## config.mk

```make
export PLATFORM = sky130hd
export DESIGN_NAME = gmii_frame_rx
export DESIGN_NICKNAME = d
export VERILOG_FILES = /design/src/logic/gmii_rx_pkg.sv /design/src/logic/gmii_pipe_if.sv /design/src/logic/gmii_delay_line.sv /design/src/logic/eth_fcs_check.sv /design/src/logic/eth_addr_classify.sv /design/src/logic/eth_rx_fsm.sv /design/src/logic/gmii_frame_rx.sv
export SDC_FILE = /design/constraint.sdc
export NUM_CORES = 1
export LEC_CHECK = 0
export BUFFER_PORTS_ARGS = -buffer_cell sky130_fd_sc_hd__buf_2
export CAP_MARGIN = 20
export CORE_MARGIN = 2
export CORE_UTILIZATION = 24
export DETAILED_ROUTE_END_ITERATION = 6
export GPL_TIMING_DRIVEN = 0
export RECOVER_POWER = 50
export SLEW_MARGIN = 20
export SYNTH_ARGS = -nofsm -noshare
export SYNTH_HDL_FRONTEND = slang
export SYNTH_SLANG_ARGS = --single-unit
```

## constraint.sdc

```tcl
create_clock -name clk -period 6.35 [get_ports clk]
set_input_delay 1.27 -clock clk [delete_from_list [all_inputs] [get_ports clk]]
set_output_delay 1.27 -clock clk [all_outputs]
set_load 0.05 [all_outputs]
```

## src/logic/gmii_rx_pkg.sv

```systemverilog
// receiver package: byte and state types, ethernet framing and crc-32 constants
package gmii_rx_pkg;

    // one gmii data byte
    typedef logic [7:0] byte_t;

    typedef enum logic [1:0] {
        ST_IDLE    = 2'd0,
        ST_PIPE    = 2'd1,
        ST_PAYLOAD = 2'd2
    } rx_state_t;

    // preamble and start-of-frame delimiter
    localparam byte_t ETH_PRE = 8'h55;
    localparam byte_t ETH_SFD = 8'hD5;

    // ieee 802.3 crc-32, normal (msb-first) form
    localparam logic [31:0] CRC_POLY = 32'h04C1_1DB7;

    // register value left behind once a correct fcs has been shifted in
    localparam logic [31:0] CRC_RESIDUE = ~32'h2144_DF1C;

    // sfd at the tail while the fcs sits at the head
    localparam int PIPE_DEPTH = 5;

    // frame length counters and configured limit
    localparam int LEN_W = 16;

endpackage

```

## src/logic/gmii_pipe_if.sv

```systemverilog
// receive delay line taps: head and tail data, data-valid and error
interface gmii_pipe_if;

    // stage 0
    gmii_rx_pkg::byte_t head_data;
    logic               head_dv;
    logic               head_er;

    // last stage
    gmii_rx_pkg::byte_t tail_data;
    logic               tail_dv;
    logic               tail_er;

    modport src (
        output head_data, head_dv, head_er,
        output tail_data, tail_dv, tail_er
    );

    modport dst (
        input head_data, head_dv, head_er,
        input tail_data, tail_dv, tail_er
    );

endinterface

```

## src/logic/gmii_delay_line.sv

```systemverilog
// gmii receive delay line: data, data-valid and error shifted through the pipe stages
module gmii_delay_line (
    input  logic               clk,
    input  logic               reset_crc,
    input  gmii_rx_pkg::byte_t gmii_rxd,
    input  logic               gmii_rx_dv,
    input  logic               gmii_rx_er,
    gmii_pipe_if.src           taps
);

    gmii_rx_pkg::byte_t                 data_q [gmii_rx_pkg::PIPE_DEPTH];
    logic [gmii_rx_pkg::PIPE_DEPTH-1:0] dv_q;
    logic [gmii_rx_pkg::PIPE_DEPTH-1:0] er_q;

    // data bytes carry no reset
    always_ff @(posedge clk) begin
        data_q[0] <= gmii_rxd;
        for (int i = 1; i < gmii_rx_pkg::PIPE_DEPTH; i++) begin
            data_q[i] <= data_q[i-1];
        end
    end

    always_ff @(posedge clk) begin
        if (reset_crc) begin
            dv_q <= '0;
            er_q <= '0;
        end else begin
            dv_q <= {dv_q[gmii_rx_pkg::PIPE_DEPTH-2:0], gmii_rx_dv};
            // rx_er outside of rx_dv is carrier signalling, not a frame error
            er_q <= {er_q[gmii_rx_pkg::PIPE_DEPTH-2:0], gmii_rx_er & gmii_rx_dv};
        end
    end

    assign taps.head_data = data_q[0];
    assign taps.head_dv   = dv_q[0];
    assign taps.head_er   = er_q[0];

    assign taps.tail_data = data_q[gmii_rx_pkg::PIPE_DEPTH-1];
    assign taps.tail_dv   = dv_q[gmii_rx_pkg::PIPE_DEPTH-1];
    assign taps.tail_er   = er_q[gmii_rx_pkg::PIPE_DEPTH-1];

    // errors stay tied to valid bytes all the way down the pipe
    a_er_within_dv: assert property (
        @(posedge clk) disable iff (reset_crc)
        (er_q & ~dv_q) == '0
    ) else $error("delay line error bit set on an invalid stage");

endmodule

```

## src/logic/eth_fcs_check.sv

```systemverilog
// ethernet fcs check: byte-wise reflected crc-32 register and residue compare
module eth_fcs_check (
    input  logic     clk,
    input  logic     reset_crc,
    input  logic     crc_init,
    input  logic     crc_update,
    gmii_pipe_if.dst taps,
    output logic     fcs_ok
);

    logic [31:0] crc_q;
    logic [31:0] crc_next;
    logic [31:0] poly_rev;

    // bit-reversed polynomial for the lsb-first shift
    always_comb begin
        for (int i = 0; i < 32; i++) begin
            poly_rev[i] = gmii_rx_pkg::CRC_POLY[31-i];
        end
    end

    // eight galois steps over the head byte, lsb first
    always_comb begin
        crc_next = crc_q;
        for (int i = 0; i < 8; i++) begin
            if (crc_next[0] ^ taps.head_data[i]) begin
                crc_next = (crc_next >> 1) ^ poly_rev;
            end else begin
                crc_next = crc_next >> 1;
            end
        end
    end

    always_ff @(posedge clk) begin
        if (reset_crc || crc_init) begin
            crc_q <= '1;
        end else if (crc_update) begin
            crc_q <= crc_next;
        end
    end

    // head holds the last fcs byte when this is sampled
    assign fcs_ok = (crc_next == gmii_rx_pkg::CRC_RESIDUE);

    a_init_update_excl: assert property (
        @(posedge clk) disable iff (reset_crc)
        !(crc_init && crc_update)
    ) else $error("crc init and update requested together");

endmodule

```

## src/logic/eth_addr_classify.sv

```systemverilog
// destination address classifier: header byte pointer, multicast and broadcast flags
module eth_addr_classify (
    input  logic     clk,
    input  logic     reset_crc,
    input  logic     hdr_clear,
    input  logic     hdr_step,
    gmii_pipe_if.dst taps,
    output logic     is_mcast,
    output logic     is_bcast
);

    logic [2:0] hdr_ptr_q;
    logic       mcast_q;
    logic       bcast_q;
    logic       byte_ones;

    assign byte_ones = (taps.tail_data == 8'hFF);

    always_ff @(posedge clk) begin
        if (reset_crc || hdr_clear) begin
            hdr_ptr_q <= '0;
            mcast_q   <= 1'b0;
            bcast_q   <= 1'b0;
        end else if (hdr_step) begin
            // saturate past the address bytes
            if (!(&hdr_ptr_q)) begin
                hdr_ptr_q <= hdr_ptr_q + 3'd1;
            end

            if (hdr_ptr_q == 3'd0) begin
                // group bit is the lsb of the first byte on the wire
                mcast_q <= taps.tail_data[0];
                bcast_q <= byte_ones;
            end else if (hdr_ptr_q <= 3'd5) begin
                bcast_q <= bcast_q && byte_ones;
            end
        end
    end

    assign is_mcast = mcast_q;
    assign is_bcast = bcast_q;

endmodule

```

## src/logic/eth_rx_fsm.sv

```systemverilog
// receive frame fsm: sfd search, length counters, output stream and status pulses
module eth_rx_fsm (
    input  logic                          clk,
    input  logic                          reset_crc,
    gmii_pipe_if.dst                      taps,
    input  logic                          gmii_rx_dv,
    input  logic                          gmii_rx_er,
    input  logic [gmii_rx_pkg::LEN_W-1:0] cfg_max_pkt_len,
    input  logic                          fcs_ok,
    input  logic                          is_mcast,
    input  logic                          is_bcast,
    output logic                          crc_init,
    output logic                          crc_update,
    output logic                          hdr_clear,
    output logic                          hdr_step,
    output gmii_rx_pkg::byte_t            rx_data,
    output logic                          rx_valid,
    output logic                          rx_last,
    output logic                          rx_bad,
    output logic [gmii_rx_pkg::LEN_W-1:0] stat_pkt_len,
    output logic                          stat_pkt_good,
    output logic                          stat_pkt_bad,
    output logic                          stat_err_bad_fcs,
    output logic                          stat_err_oversize,
    output logic                          stat_err_bad_block,
    output logic                          stat_pkt_ucast,
    output logic                          stat_pkt_mcast,
    output logic                          stat_pkt_bcast
);

    gmii_rx_pkg::rx_state_t        state_q;
    logic                          in_pre_q;
    logic                          pre_seen_q;
    logic                          frame_err_q;
    logic [gmii_rx_pkg::LEN_W-1:0] len_q;
    logic [gmii_rx_pkg::LEN_W-1:0] lim_q;

    logic head_pre;
    logic head_sfd;
    logic tail_sfd;
    logic oversize;
    logic frame_bad;

    assign head_pre = taps.head_dv && !taps.head_er && (taps.head_data == gmii_rx_pkg::ETH_PRE);
    assign head_sfd = taps.head_dv && !taps.head_er && (taps.head_data == gmii_rx_pkg::ETH_SFD);
    assign tail_sfd = taps.tail_dv && !taps.tail_er && (taps.tail_data == gmii_rx_pkg::ETH_SFD);

    // limit counter ran out before the end of the frame
    assign oversize  = (lim_q == '0);
    assign frame_bad = frame_err_q || !fcs_ok || oversize;

    always_comb begin
        crc_init   = (state_q == gmii_rx_pkg::ST_IDLE);
        crc_update = (state_q == gmii_rx_pkg::ST_PIPE) ||
                     (state_q == gmii_rx_pkg::ST_PAYLOAD && gmii_rx_dv);
        hdr_clear  = (state_q != gmii_rx_pkg::ST_PAYLOAD);
        hdr_step   = (state_q == gmii_rx_pkg::ST_PAYLOAD);
    end

    // clean preamble since the last gap, and the byte before the head was 0x55
    always_ff @(posedge clk) begin
        if (reset_crc) begin
            in_pre_q   <= 1'b0;
            pre_seen_q <= 1'b0;
        end else begin
            in_pre_q   <= !taps.head_dv || (in_pre_q && head_pre);
            pre_seen_q <= head_pre;
        end
    end

    always_ff @(posedge clk) begin
        rx_data            <= taps.tail_data;
        rx_valid           <= 1'b0;
        rx_last            <= 1'b0;
        rx_bad             <= 1'b0;
        stat_pkt_len       <= '0;
        stat_pkt_good      <= 1'b0;
        stat_pkt_bad       <= 1'b0;
        stat_err_bad_fcs   <= 1'b0;
        stat_err_oversize  <= 1'b0;
        stat_err_bad_block <= 1'b0;
        stat_pkt_ucast     <= 1'b0;
        stat_pkt_mcast     <= 1'b0;
        stat_pkt_bcast     <= 1'b0;

        if (state_q != gmii_rx_pkg::ST_IDLE) begin
            if (!(&len_q)) begin
                len_q <= len_q + 1'b1;
            end
            if (lim_q != '0) begin
                lim_q <= lim_q - 1'b1;
            end
            if (gmii_rx_dv && gmii_rx_er) begin
                frame_err_q <= 1'b1;
            end
        end

        case (state_q)
            gmii_rx_pkg::ST_IDLE: begin
                frame_err_q <= 1'b0;
                len_q       <= 1;
                lim_q       <= cfg_max_pkt_len;
                if (head_sfd && in_pre_q && pre_seen_q) begin
                    state_q <= gmii_rx_pkg::ST_PIPE;
                end
            end
            gmii_rx_pkg::ST_PIPE: begin
                // head already crosses the address, wait for the sfd to drain
                if (tail_sfd) begin
                    state_q <= gmii_rx_pkg::ST_PAYLOAD;
                end
            end
            gmii_rx_pkg::ST_PAYLOAD: begin
                rx_valid <= 1'b1;
                if (!gmii_rx_dv) begin
                    // the four fcs bytes are still in the pipe and get dropped
                    rx_last            <= 1'b1;
                    rx_bad             <= frame_bad;
                    stat_pkt_len       <= len_q;
                    stat_pkt_good      <= !frame_bad;
                    stat_pkt_bad       <= frame_bad;
                    stat_err_bad_fcs   <= !frame_err_q && !fcs_ok;
                    stat_err_oversize  <= oversize;
                    stat_err_bad_block <= frame_err_q;
                    stat_pkt_ucast     <= !is_mcast;
                    stat_pkt_mcast     <= is_mcast && !is_bcast;
                    stat_pkt_bcast     <= is_bcast;
                    state_q            <= gmii_rx_pkg::ST_IDLE;
                end
            end
            default: begin
                state_q <= gmii_rx_pkg::ST_IDLE;
            end
        endcase

        if (reset_crc) begin
            state_q            <= gmii_rx_pkg::ST_IDLE;
            rx_valid           <= 1'b0;
            rx_last            <= 1'b0;
            stat_pkt_len       <= '0;
            stat_pkt_good      <= 1'b0;
            stat_pkt_bad       <= 1'b0;
            stat_err_bad_fcs   <= 1'b0;
            stat_err_oversize  <= 1'b0;
            stat_err_bad_block <= 1'b0;
            stat_pkt_ucast     <= 1'b0;
            stat_pkt_mcast     <= 1'b0;
            stat_pkt_bcast     <= 1'b0;
        end
    end

    a_last_has_valid: assert property (
        @(posedge clk) disable iff (reset_crc)
        rx_last |-> rx_valid
    ) else $error("rx_last without rx_valid");

    a_good_bad_excl: assert property (
        @(posedge clk) disable iff (reset_crc)
        !(stat_pkt_good && stat_pkt_bad)
    ) else $error("frame reported both good and bad");

endmodule

```

## src/logic/gmii_frame_rx.sv

```systemverilog
// gmii frame receiver top: delay line, fcs check, address classifier and frame fsm
module gmii_frame_rx (
    input  logic                          clk,
    input  logic                          reset_crc,
    input  gmii_rx_pkg::byte_t            gmii_rxd,
    input  logic                          gmii_rx_dv,
    input  logic                          gmii_rx_er,
    input  logic [gmii_rx_pkg::LEN_W-1:0] cfg_max_pkt_len,
    output gmii_rx_pkg::byte_t            rx_data,
    output logic                          rx_valid,
    output logic                          rx_last,
    output logic                          rx_bad,
    output logic [gmii_rx_pkg::LEN_W-1:0] stat_pkt_len,
    output logic                          stat_pkt_good,
    output logic                          stat_pkt_bad,
    output logic                          stat_err_bad_fcs,
    output logic                          stat_err_oversize,
    output logic                          stat_err_bad_block,
    output logic                          stat_pkt_ucast,
    output logic                          stat_pkt_mcast,
    output logic                          stat_pkt_bcast
);

    logic crc_init;
    logic crc_update;
    logic fcs_ok;
    logic hdr_clear;
    logic hdr_step;
    logic is_mcast;
    logic is_bcast;

    gmii_pipe_if taps ();

    gmii_delay_line u_delay_line (
        .clk        (clk),
        .reset_crc  (reset_crc),
        .gmii_rxd   (gmii_rxd),
        .gmii_rx_dv (gmii_rx_dv),
        .gmii_rx_er (gmii_rx_er),
        .taps       (taps.src)
    );

    eth_fcs_check u_fcs_check (
        .clk        (clk),
        .reset_crc  (reset_crc),
        .crc_init   (crc_init),
        .crc_update (crc_update),
        .taps       (taps.dst),
        .fcs_ok     (fcs_ok)
    );

    eth_addr_classify u_addr_classify (
        .clk       (clk),
        .reset_crc (reset_crc),
        .hdr_clear (hdr_clear),
        .hdr_step  (hdr_step),
        .taps      (taps.dst),
        .is_mcast  (is_mcast),
        .is_bcast  (is_bcast)
    );

    eth_rx_fsm u_rx_fsm (
        .clk                (clk),
        .reset_crc          (reset_crc),
        .taps               (taps.dst),
        .gmii_rx_dv         (gmii_rx_dv),
        .gmii_rx_er         (gmii_rx_er),
        .cfg_max_pkt_len    (cfg_max_pkt_len),
        .fcs_ok             (fcs_ok),
        .is_mcast           (is_mcast),
        .is_bcast           (is_bcast),
        .crc_init           (crc_init),
        .crc_update         (crc_update),
        .hdr_clear          (hdr_clear),
        .hdr_step           (hdr_step),
        .rx_data            (rx_data),
        .rx_valid           (rx_valid),
        .rx_last            (rx_last),
        .rx_bad             (rx_bad),
        .stat_pkt_len       (stat_pkt_len),
        .stat_pkt_good      (stat_pkt_good),
        .stat_pkt_bad       (stat_pkt_bad),
        .stat_err_bad_fcs   (stat_err_bad_fcs),
        .stat_err_oversize  (stat_err_oversize),
        .stat_err_bad_block (stat_err_bad_block),
        .stat_pkt_ucast     (stat_pkt_ucast),
        .stat_pkt_mcast     (stat_pkt_mcast),
        .stat_pkt_bcast     (stat_pkt_bcast)
    );

endmodule

```

Word-level counts from Yosys, hierarchy flattened --
Memory sizes are Yosys's and may differ from the RTL's. Cells that the tools add are included. W data, S select, Z words.
Word-level totals: flip-flop bits (word level) 119, bits in latches 0, bits in writable memories 40, memory bits (read-only) 0, input port bits 28, output and inout bits 35, memories kept 1
Memory list:
- u_delay_line.data_q | depth 5, bits a word 8, read ports 5, clocked after memory_dff 0, write ports 5, RTL line gmii_delay_line.sv:11 | gmii_rx_pkg::byte_t data_q [gmii_rx_pkg::PIPE_DEPTH];
Cells by class: $add $sub $neg 3, multiply operators 0, div/mod/pow operators 0, $lt $le $gt $ge 1, eq/ne operators 11, shifts and indexed selects 0, muxes and demuxes 21, bitwise operators 20, reduce and logical (&&, ||, !) cells 46
Operator list (count):
- $mux W32 | 8
- $not A13 Y14 | 8
- $mux W16 | 3
- $eq A32 B32 Y1 const B | 1
- $eq A8 B8 Y1 const B | 3
- $add A16 B1 Y16 const B | 1
- $logic_not A16 Y1 | 1
- $reduce_and A16 Y1 | 1
- $reduce_bool A16 Y1 | 1
- $sub A16 B1 Y16 const B | 1
- $logic_and A1 B1 Y1 | 13
- $reduce_and A2 Y1 | 6
- $eq A8 B7 Y1 const B | 1
- $logic_not A1 Y1 | 8
- $reduce_bool A2 Y1 | 4
- $xor A1 B1 Y1 | 8
- $logic_or A1 B1 Y1 | 6
- $mux W1 | 6
- $mux W2 | 3
- $pmux W2 S3 | 1
- $reduce_and A3 Y1 | 2
- $ne A2 B1 Y1 const B | 2
- $ne A2 B2 Y1 const B | 2
- $add A3 B1 Y3 const B | 1
- 9 further kinds | 11

Longest topological paths before layout --
Gate-level depths: netlist of the first run. An unclocked memory read counts as a cell.
depth after elaboration 23, gate-level depth with buffers 9, depth with buffers taken out 8

Hierarchy --
Synthesis of the first run repeated with hierarchy kept, for this count alone.
Unflattened totals: cell total of the unflattened synthesis 611, area, all modules 6422.4 µm²
By module, submodules not included:
- eth_rx_fsm | instances 1, cells an instance 281, area each 2865.2 µm², seq. area each 1601.5 µm²
- eth_fcs_check | instances 1, cells an instance 242, area each 2184.6 µm², seq. area each 640.6 µm²
- gmii_delay_line | instances 1, cells an instance 60, area each 1089.8 µm², seq. area each 1001.0 µm²
- eth_addr_classify | instances 1, cells an instance 28, area each 282.8 µm², seq. area each 100.1 µm²

Worst setup path before layout of the first run --
OpenSTA, ideal clock, no wires.
kind reg-to-reg, start point register u_fcs_check.crc_q[0], end point register u_rx_fsm.rx_bad, setup time 130 ps, arrival 2586 ps, required time 6220 ps, setup slack 3633 ps, stages on the path, launching flop included 8, buffers on the path 0, cell sequence dfxtp_1 xnor2_1 xnor3_1 xor2_1 or3_1 a2111o_1 nor4_1 nor3b_1
Between the ends: longest elaborated chain between the ends 20
RTL lines:
- start, declared | RTL line eth_fcs_check.sv:11 | logic [31:0] crc_q;
- start signal, assigned | RTL line eth_fcs_check.sv:38 | crc_q <= crc_next;
- $xor A1 B1 Y1 (*) | RTL line eth_fcs_check.sv:26 | if (crc_next[0] ^ taps.head_data[i]) begin
- $mux W32 (*) (2 in a row) | RTL line eth_fcs_check.sv:26
- $not A13 Y14 (no line) or $mux W32 (tied branches)
- $mux W32 (*) | RTL line eth_fcs_check.sv:26
- $not A13 Y14 (no line) or $mux W32 (tied branches)
- $mux W32 (*) (2 in a row) | RTL line eth_fcs_check.sv:26
- $not A13 Y14 (no line) or $mux W32 (tied branches)
- $mux W32 (*) | RTL line eth_fcs_check.sv:26
- $not A13 Y14 (no line) or $mux W32 (tied branches)
- $mux W32 (*) | RTL line eth_fcs_check.sv:26
- $not A13 Y14 (no line)
- $mux W32 (*) | RTL line eth_fcs_check.sv:26
- $eq A32 B32 Y1 (*) | RTL line eth_fcs_check.sv:43 | assign fcs_ok = (crc_next == gmii_rx_pkg::CRC_RESIDUE);
- $logic_not A1 Y1 (*) | RTL line eth_rx_fsm.sv:50 | assign frame_bad = frame_err_q || !fcs_ok || oversize;
- $logic_or A1 B1 Y1 (*) (2 in a row) | RTL line eth_rx_fsm.sv:50
- $mux W1 (*) | RTL line eth_rx_fsm.sv:115 | if (!gmii_rx_dv) begin
- $mux W1 (*)
- end signal, assigned | RTL line eth_rx_fsm.sv:118 | rx_bad <= frame_bad;
- end, declared | RTL line eth_rx_fsm.sv:19 | output logic rx_bad,
Mark *: on every way between the ends. The rest lies on a longest branch, timed or not. A chain may end at the register's enable or synchronous reset.

==> results of run 1 <==
-- flip-flops by register name, summed over array words and instances, names as in the netlist, 2 cells and up --
name and count:
u_rx_fsm.lim_q 16, u_addr_classify.hdr_ptr_q 3, u_delay_line.er_q 5, u_delay_line.data_q 40
u_delay_line.dv_q 5, u_rx_fsm.stat_pkt_len 16, u_rx_fsm.len_q 16, u_fcs_check.crc_q 32
u_rx_fsm.rx_data 8, u_rx_fsm.state_q 2
-- through the flow --
stage          total power, µW  hold slack [ps]  area, µm²  std cells
2_1_floorplan             1190              310       6240        594
3_3_place_gp              1240              310       6970        991
5_1_grt                   2400              329       7590       1023
4_1_cts                   2350              320       7620       1023
3_5_place_dp              1240              312       6970        991
6_report                  2320              321       7590       1023
-- cell type report --
cell class / instances / area (µm²) / area share [%]
sequential: 159 / 3340 / 44.0
multi-input combinational: 409 / 2790 / 36.7
clock buffer: 21 / 472 / 6.21
tap: 335 / 419 / 5.52
timing repair buffer: 62 / 298 / 3.92
clock inverter: 11 / 176 / 2.32
buffer: 19 / 72.6 / 0.956
inverter: 7 / 26.3 / 0.346
-- cells in the mapped netlist (6+ instances only) --
cell,count
dfxtp_1,143
nand2_1,64
xnor2_1,57
nor2_1,53
xor2_1,34
o211ai_1,25
o21ai_0,25
and2_1,23
clkbuf_1,18
edfxtp_1,16
nand3_1,15
nor2b_1,15
nor3_1,11
nand4_1,10
nor4_1,9
mux2i_1,7
xnor3_1,7
a21oi_1,6
ha_1,6
inv_1,6
-- cells by family (layout without fill, tap and decap cells) --
| group | Yosys count | in the layout | synth area share (%) |
|---|---|---|---|
| XOR/XNOR | 106 | 106 | 18.2 |
| adder cells (fa/ha/maj) | 6 | 6 | 1.20 |
| buffers and inverters | 26 | 120 | 1.58 |
| AND/OR/NAND/NOR | 226 | 226 | 17.8 |
| multiplexers | 7 | 7 | 1.12 |
| AO/OA/AOI/OAI | 64 | 64 | 6.48 |
| flip-flops | 159 | 159 | 53.6 |
-- per-layer routing --
metal | GRT usage [%] | part of all wire [%] | vias to the layer above | wire [µm]
li1 | - | - | 2171 | -
met3 | 3.07 | 4.4 | 13 | 598
met5 | 0 | 0 | - | 0
met1 | 12.6 | 46 | 2003 | 6190
met4 | 3.72 | 1.3 | 0 | 170
met2 | 17.3 | 49 | 70 | 6580
-- final timing paths --
check                                                start  slack [ps]                    endpoint
worst max-delay path             u_delay_line.data_q[0][0]        3070       u_rx_fsm.stat_pkt_bad
worst min-delay path            u_delay_line.data_q[0][25]         320  u_delay_line.data_q[0][33]
worst max register to register   u_delay_line.data_q[0][0]        3070       u_rx_fsm.stat_pkt_bad
worst min register to register  u_delay_line.data_q[0][25]         320  u_delay_line.data_q[0][33]
-- critical path: cells and delay by family (launching register included) --
family	cells	cell delay, ps
compound gates	1	450
simple gates	3	810
flops	1	400
xor+xnor	3	1490
-- power groups by stage --
stage | combinational, µW | clock (µW) | sequential [µW]
2_1_floorplan | 115 | 0 | 1080
3_3_place_gp | 162 | 0 | 1080
3_5_place_dp | 162 | 0 | 1080
4_1_cts | 163 | 1130 | 1050
5_1_grt | 177 | 1170 | 1060
6_report | 163 | 1100 | 1050
==> metrics.cfg, run 1 <==
[route]
drcViolationCount = 0
wirelength_mm = 13.5
via_per_inst = 4.16
wl_per_cell_um = 13.2
ant_nets = 0
via_count = 4257
drt_iter0_markers = 239
drtPass1Iterations = 4

[cts]
ctsResizeCount = 0
clkSinkCount = 159
clk_pin_slew_worst_paths_ps = 60
cts_buffers = 17
cts_tree = yes
post-cts-setup-buffer-count = 0
clk_latency_ps = 420
clock_path_buffers = 2
cts_root_buf = clkbuf_16
cts_hold_repair.buffers = 0
h-tree-depth = 4

[floorplan]
die_w_um = 165
core_area_um2 = 25800
dieArea_um2 = 27300
io_pins = 63
rows = 59
die_h_um = 165
start_util_pct = 24.2

[synthesis]
synth_flop_cell = dfxtp_1
synthCells = 594
synth_top_cells_by_area = dfxtp_1 (46%), xnor2_1 (8.0%), edfxtp_1 (7.7%), xor2_1 (4.8%), nand2_1 (3.8%)
synth_warnings = 0
yosysTopAreaCell = dfxtp_1
syn_area_um2 = 6240
synth_top_area_share_pct = 45.9
synth_nets = 628
synth_edf_count = 16
yosysUniqueCellTypes = 43
avgSynthCellArea_um2 = 10.5
synth-seq-area-share_pct = 53.6
synth-async-reset-ratio_pct = 0
ys_ff_latch = 159

[global_routing]
track_usage_pct = 10.3
antenna_found_initial = 0
gr-total-overflow = 0
grt_pass1_vias = 4245
grt_max_degree = 17
grt_first_pass_wirelength_mm = 21.6

[timing]
period_share_pct = 51.6
drv_slew = 0
rsz0062_at_grt = false
timing.fmax_ghz = 0.305
worst_pin_slew_ps = 877
finalSetupViolCount = 0
hold_viol = 0
finalCriticalPeriod_ps = 3280
fin_setup_tns_ps = 0
relSlewSlack_pct = 41.0
setup_slack_ps = 3070
finClkSkew_ps = 6.79

[setup_path]
setup.worst_path.start_class = flip-flop
cp.arrival_ps = 3580
critPathMostFrequentCell = xor2_1
end_kind = flip-flop
critPathMaxFanout = 6
slowest_delay_ps = 650
critPathSlowestCell = xor2_1
crit_chain = xor2_1 > xnor3_2 > xor2_1 > or3_1 > a2111o_1 > nor4_1 > nor2_1
required_ps = 6650
reg2reg_depth = 7
crit_type = flip-flop to flip-flop

[power]
p_leak_uw = 0.00306
p_sw_uw = 512
p_comb_share_pct = 7.0
seq_power_share_pct = 45.4
vdd_drop_max_uv = 162
swShare_pct = 22.1
p_clk_share_pct = 47.6
p_per_area_nw_per_um2 = 305
internal_power_uw = 1810

[finish]
area_growth_pct = 21.7
fin_nets = 709
n_fill_cell = 2667
layout_common_cells = dfxtp_1 (143), nand2_1 (64), xnor2_1 (56), nor2_1 (53), buf_2 (53)
n_antenna_cell = 0
drive_above_1_share_pct = 13.8
utilization_pct = 29.5
layout_commonest_cell = dfxtp_1

[place]
place.port_buffers = 62
dp_hpwl_mm = 9.79
dp_slack_ps = 3090
place_congestion = 0.805

[run]
maxCapViolCount = 0

[status]
status = finished, final reports clean

[min_path]
hold_class = flip-flop to flip-flop
holdPathStages = 0

No activity file was read; power rests on OpenSTA's default activity.
==> run 2, diff against run 1 <==
--- a/config.mk
+++ b/config.mk
@@ -5,6 +5,7 @@
 export SDC_FILE = /design/constraint.sdc
 export NUM_CORES = 1
 export LEC_CHECK = 0
+export ABC_AREA = 1
 export BUFFER_PORTS_ARGS = -buffer_cell sky130_fd_sc_hd__buf_2
 export CAP_MARGIN = 20
 export CORE_MARGIN = 2
==> constraint.sdc (replaced) <==
create_clock -name clk -period 2.8 [get_ports clk]
set_input_delay 0.56 -clock clk [delete_from_list [all_inputs] [get_ports clk]]
set_output_delay 0.56 -clock clk [all_outputs]
set_load 0.05 [all_outputs]
==> run 2 against run 1 <==
Core utilization is 0.52 points lower. Combinational power is 110% higher. Hold slack worse by 83 ps. Sequential power is 130% higher. Synthesized cell count is 51% higher. Critical path type unchanged. Critical endpoint is now u_rx_fsm.lim_q[13]. Largest cell class unchanged. Largest power group is now sequential cells.
==> metrics.cfg, run 2 <==
[status]
status = finished, final reports clean

[timing]
relSlewSlack_pct = 55.9
timing.fmax_ghz = 0.411
finalCriticalPeriod_ps = 2430
worst_pin_slew_ps = 662
drv_slew = 0
finClkSkew_ps = 11.5
finalSetupViolCount = 0
rsz0062_at_grt = false
hold_viol = 0
period_share_pct = 86.9
holdWs_ps = 238
fin_setup_tns_ps = 0

[synthesis]
yosysTopAreaCell = dfxtp_1
synthCells = 895
ys_ff_latch = 159
yosysUniqueCellTypes = 33
syn_area_um2 = 6710
synth_common_cells = nand2_1 (305), dfxtp_1 (143), inv_1 (102)
synth_most_common_cell = nand2_1
synth-async-reset-ratio_pct = 0
synth_edf_count = 16
synth_top_cells_by_area = dfxtp_1 (43%), nand2_1 (17%), edfxtp_1 (7.2%), inv_1 (5.7%), nor2_1 (4.9%)
avgSynthCellArea_um2 = 7.49
synth_warnings = 0
synth-seq-area-share_pct = 49.8
synth_top_area_share_pct = 42.7
synth_nets = 929
synth_flop_cell = dfxtp_1

[route]
wirelength_mm = 16.5
via_per_inst = 4.20
ant_nets = 0
drtPass1Iterations = 5
drt_iter0_markers = 385
via_count = 5734
drcViolationCount = 0
wl_per_cell_um = 12.1

[global_routing]
grt_pass1_vias = 5341
track_usage_pct = 11.6
grt_max_degree = 17
antenna_found_initial = 0
gr-total-overflow = 0
grt_first_pass_wirelength_mm = 26.4

[cts]
clock_path_buffers = 2
cts_tree = yes
clk_latency_ps = 420
cts_root_buf = clkbuf_16
clk_pin_slew_worst_paths_ps = 60
clkSinkCount = 159
h-tree-depth = 4
cts_buffers = 17

[finish]
layout_commonest_cell = nand2_1
top_regs = u_delay_line.data_q (40), u_fcs_check.crc_q (32)
final_cells = 1365
n_antenna_cell = 0
drive_above_1_share_pct = 10.0
fin_nets = 1009
largest_register = u_delay_line.data_q
area_growth_pct = 19.3
largest_reg_flops = 40
layout_common_cells = nand2_1 (304), dfxtp_1 (143), inv_1 (103), nor2_1 (88), clkbuf_1 (54)

[setup_path]
r2r_setup_slack_ps = 370
setup.worst_path.start_class = flip-flop
required_ps = 2880
reg2reg_from = u_rx_fsm.lim_q[0]
crit_type = flip-flop to flip-flop
reg2reg_depth = 11
cp.arrival_ps = 2510
rr_endpoint = u_rx_fsm.lim_q[13]
end_kind = flip-flop
critPathMaxFanout = 16
critPathLaunch = u_rx_fsm.lim_q[0]

[floorplan]
die_w_um = 171
rows = 61
die_h_um = 171
dieArea_um2 = 29300
start_util_pct = 24.3
core_area_um2 = 27600
io_pins = 63

[place]
place_congestion = 0.860
place.port_buffers = 61
numPlacedInstances = 1334
dp_hpwl_mm = 12.3

[power]
p_per_area_nw_per_um2 = 618
vdd_drop_max_uv = 428
p_leak_uw = 0.00373

[min_path]
min_to = u_delay_line.data_q[0][4]
hold_class = primary input to flip-flop
min_from = gmii_rxd[4]
holdPathStages = 1

[run]
maxCapViolCount = 0

run 2: changes by cell type after synthesis, moves of 15 or more:
cell	before	now
a21oi_1	6	23
and2_1	23	0
inv_1	6	102
nand2_1	64	305
nand2_2	0	15
nand3_1	15	43
nor2_1	53	88
nor2b_1	15	0
xnor2_1	57	2
xor2_1	34	16
run 2: logic make-up after synthesis:
kind of cell	Yosys count	share of synthesized area, %
AND/OR/NAND/NOR	494	31.0
flip-flops	159	49.8
buffers and inverters	133	7.65
AO/OA/AOI/OAI	84	7.78
XOR/XNOR	19	2.59
adder cells (fa/ha/maj)	6	1.12
run 2: where the power goes:
group          internal [µW]  switching [µW]
logic                    108             241
registers               2350            27.7
clock network           1240             981
run 2: cell type report:
type	count	area [µm²]
fillers	3036	19600
flip-flops and latches	159	3340
multi-input cells	603	2850
well taps	378	473
inverters	114	430
clock buffers	18	429
repair buffers	61	262
clock inverters	13	126
plain buffers	19	82.6
run 2: stage by stage:
step	power, µW	utilization [%]	area, µm²	setup slack [ps]
floorplan	2670	-	6710	630
global placement	2770	27.1	7490	114
detailed placement	2780	27.1	7490	119
CTS	4990	29.1	8040	97.2
global route	5140	29.0	8000	71.4
finish	4950	29.0	8000	368
run 2: timing repair:
action | CTS | global route
setup endpoints to repair | 0 | 16
hold buffers | 0 | 0
resized for setup | 0 | 1
setup buffers | 0 | 0
run 2: worst max-delay path by stage:
stage                     depth (start not counted)            endpoint
after floorplan                                  11   u_rx_fsm.lim_q[0]
after global placement                           11   u_rx_fsm.lim_q[5]
after detailed placement                         11   u_rx_fsm.lim_q[5]
after CTS                                        11  u_rx_fsm.lim_q[13]
after global routing                             11   u_rx_fsm.lim_q[0]
final                                            11  u_rx_fsm.lim_q[13]
run 2: layer usage:
layer / global-route usage [%] / routed length, µm / part of all wire [%]
met1: 14.6 / 7760 / 47
met3: 2.37 / 793 / 4.8
met4: 3.87 / 195 / 1.2
met2: 19.6 / 7730 / 47
met5: 0 / 0 / 0
run 2: worst max-delay path, cell delays in order, from the launching register on:
cell      delay (ps)
edfxtp_1         380
inv_1             90
ha_1             180
nand2_1          110
nor3_2           230
nand3_1          150
nor2_1           190
nand2_1          100
nor2_1           150
nand2_1          140
inv_1            130
nand2_2          240
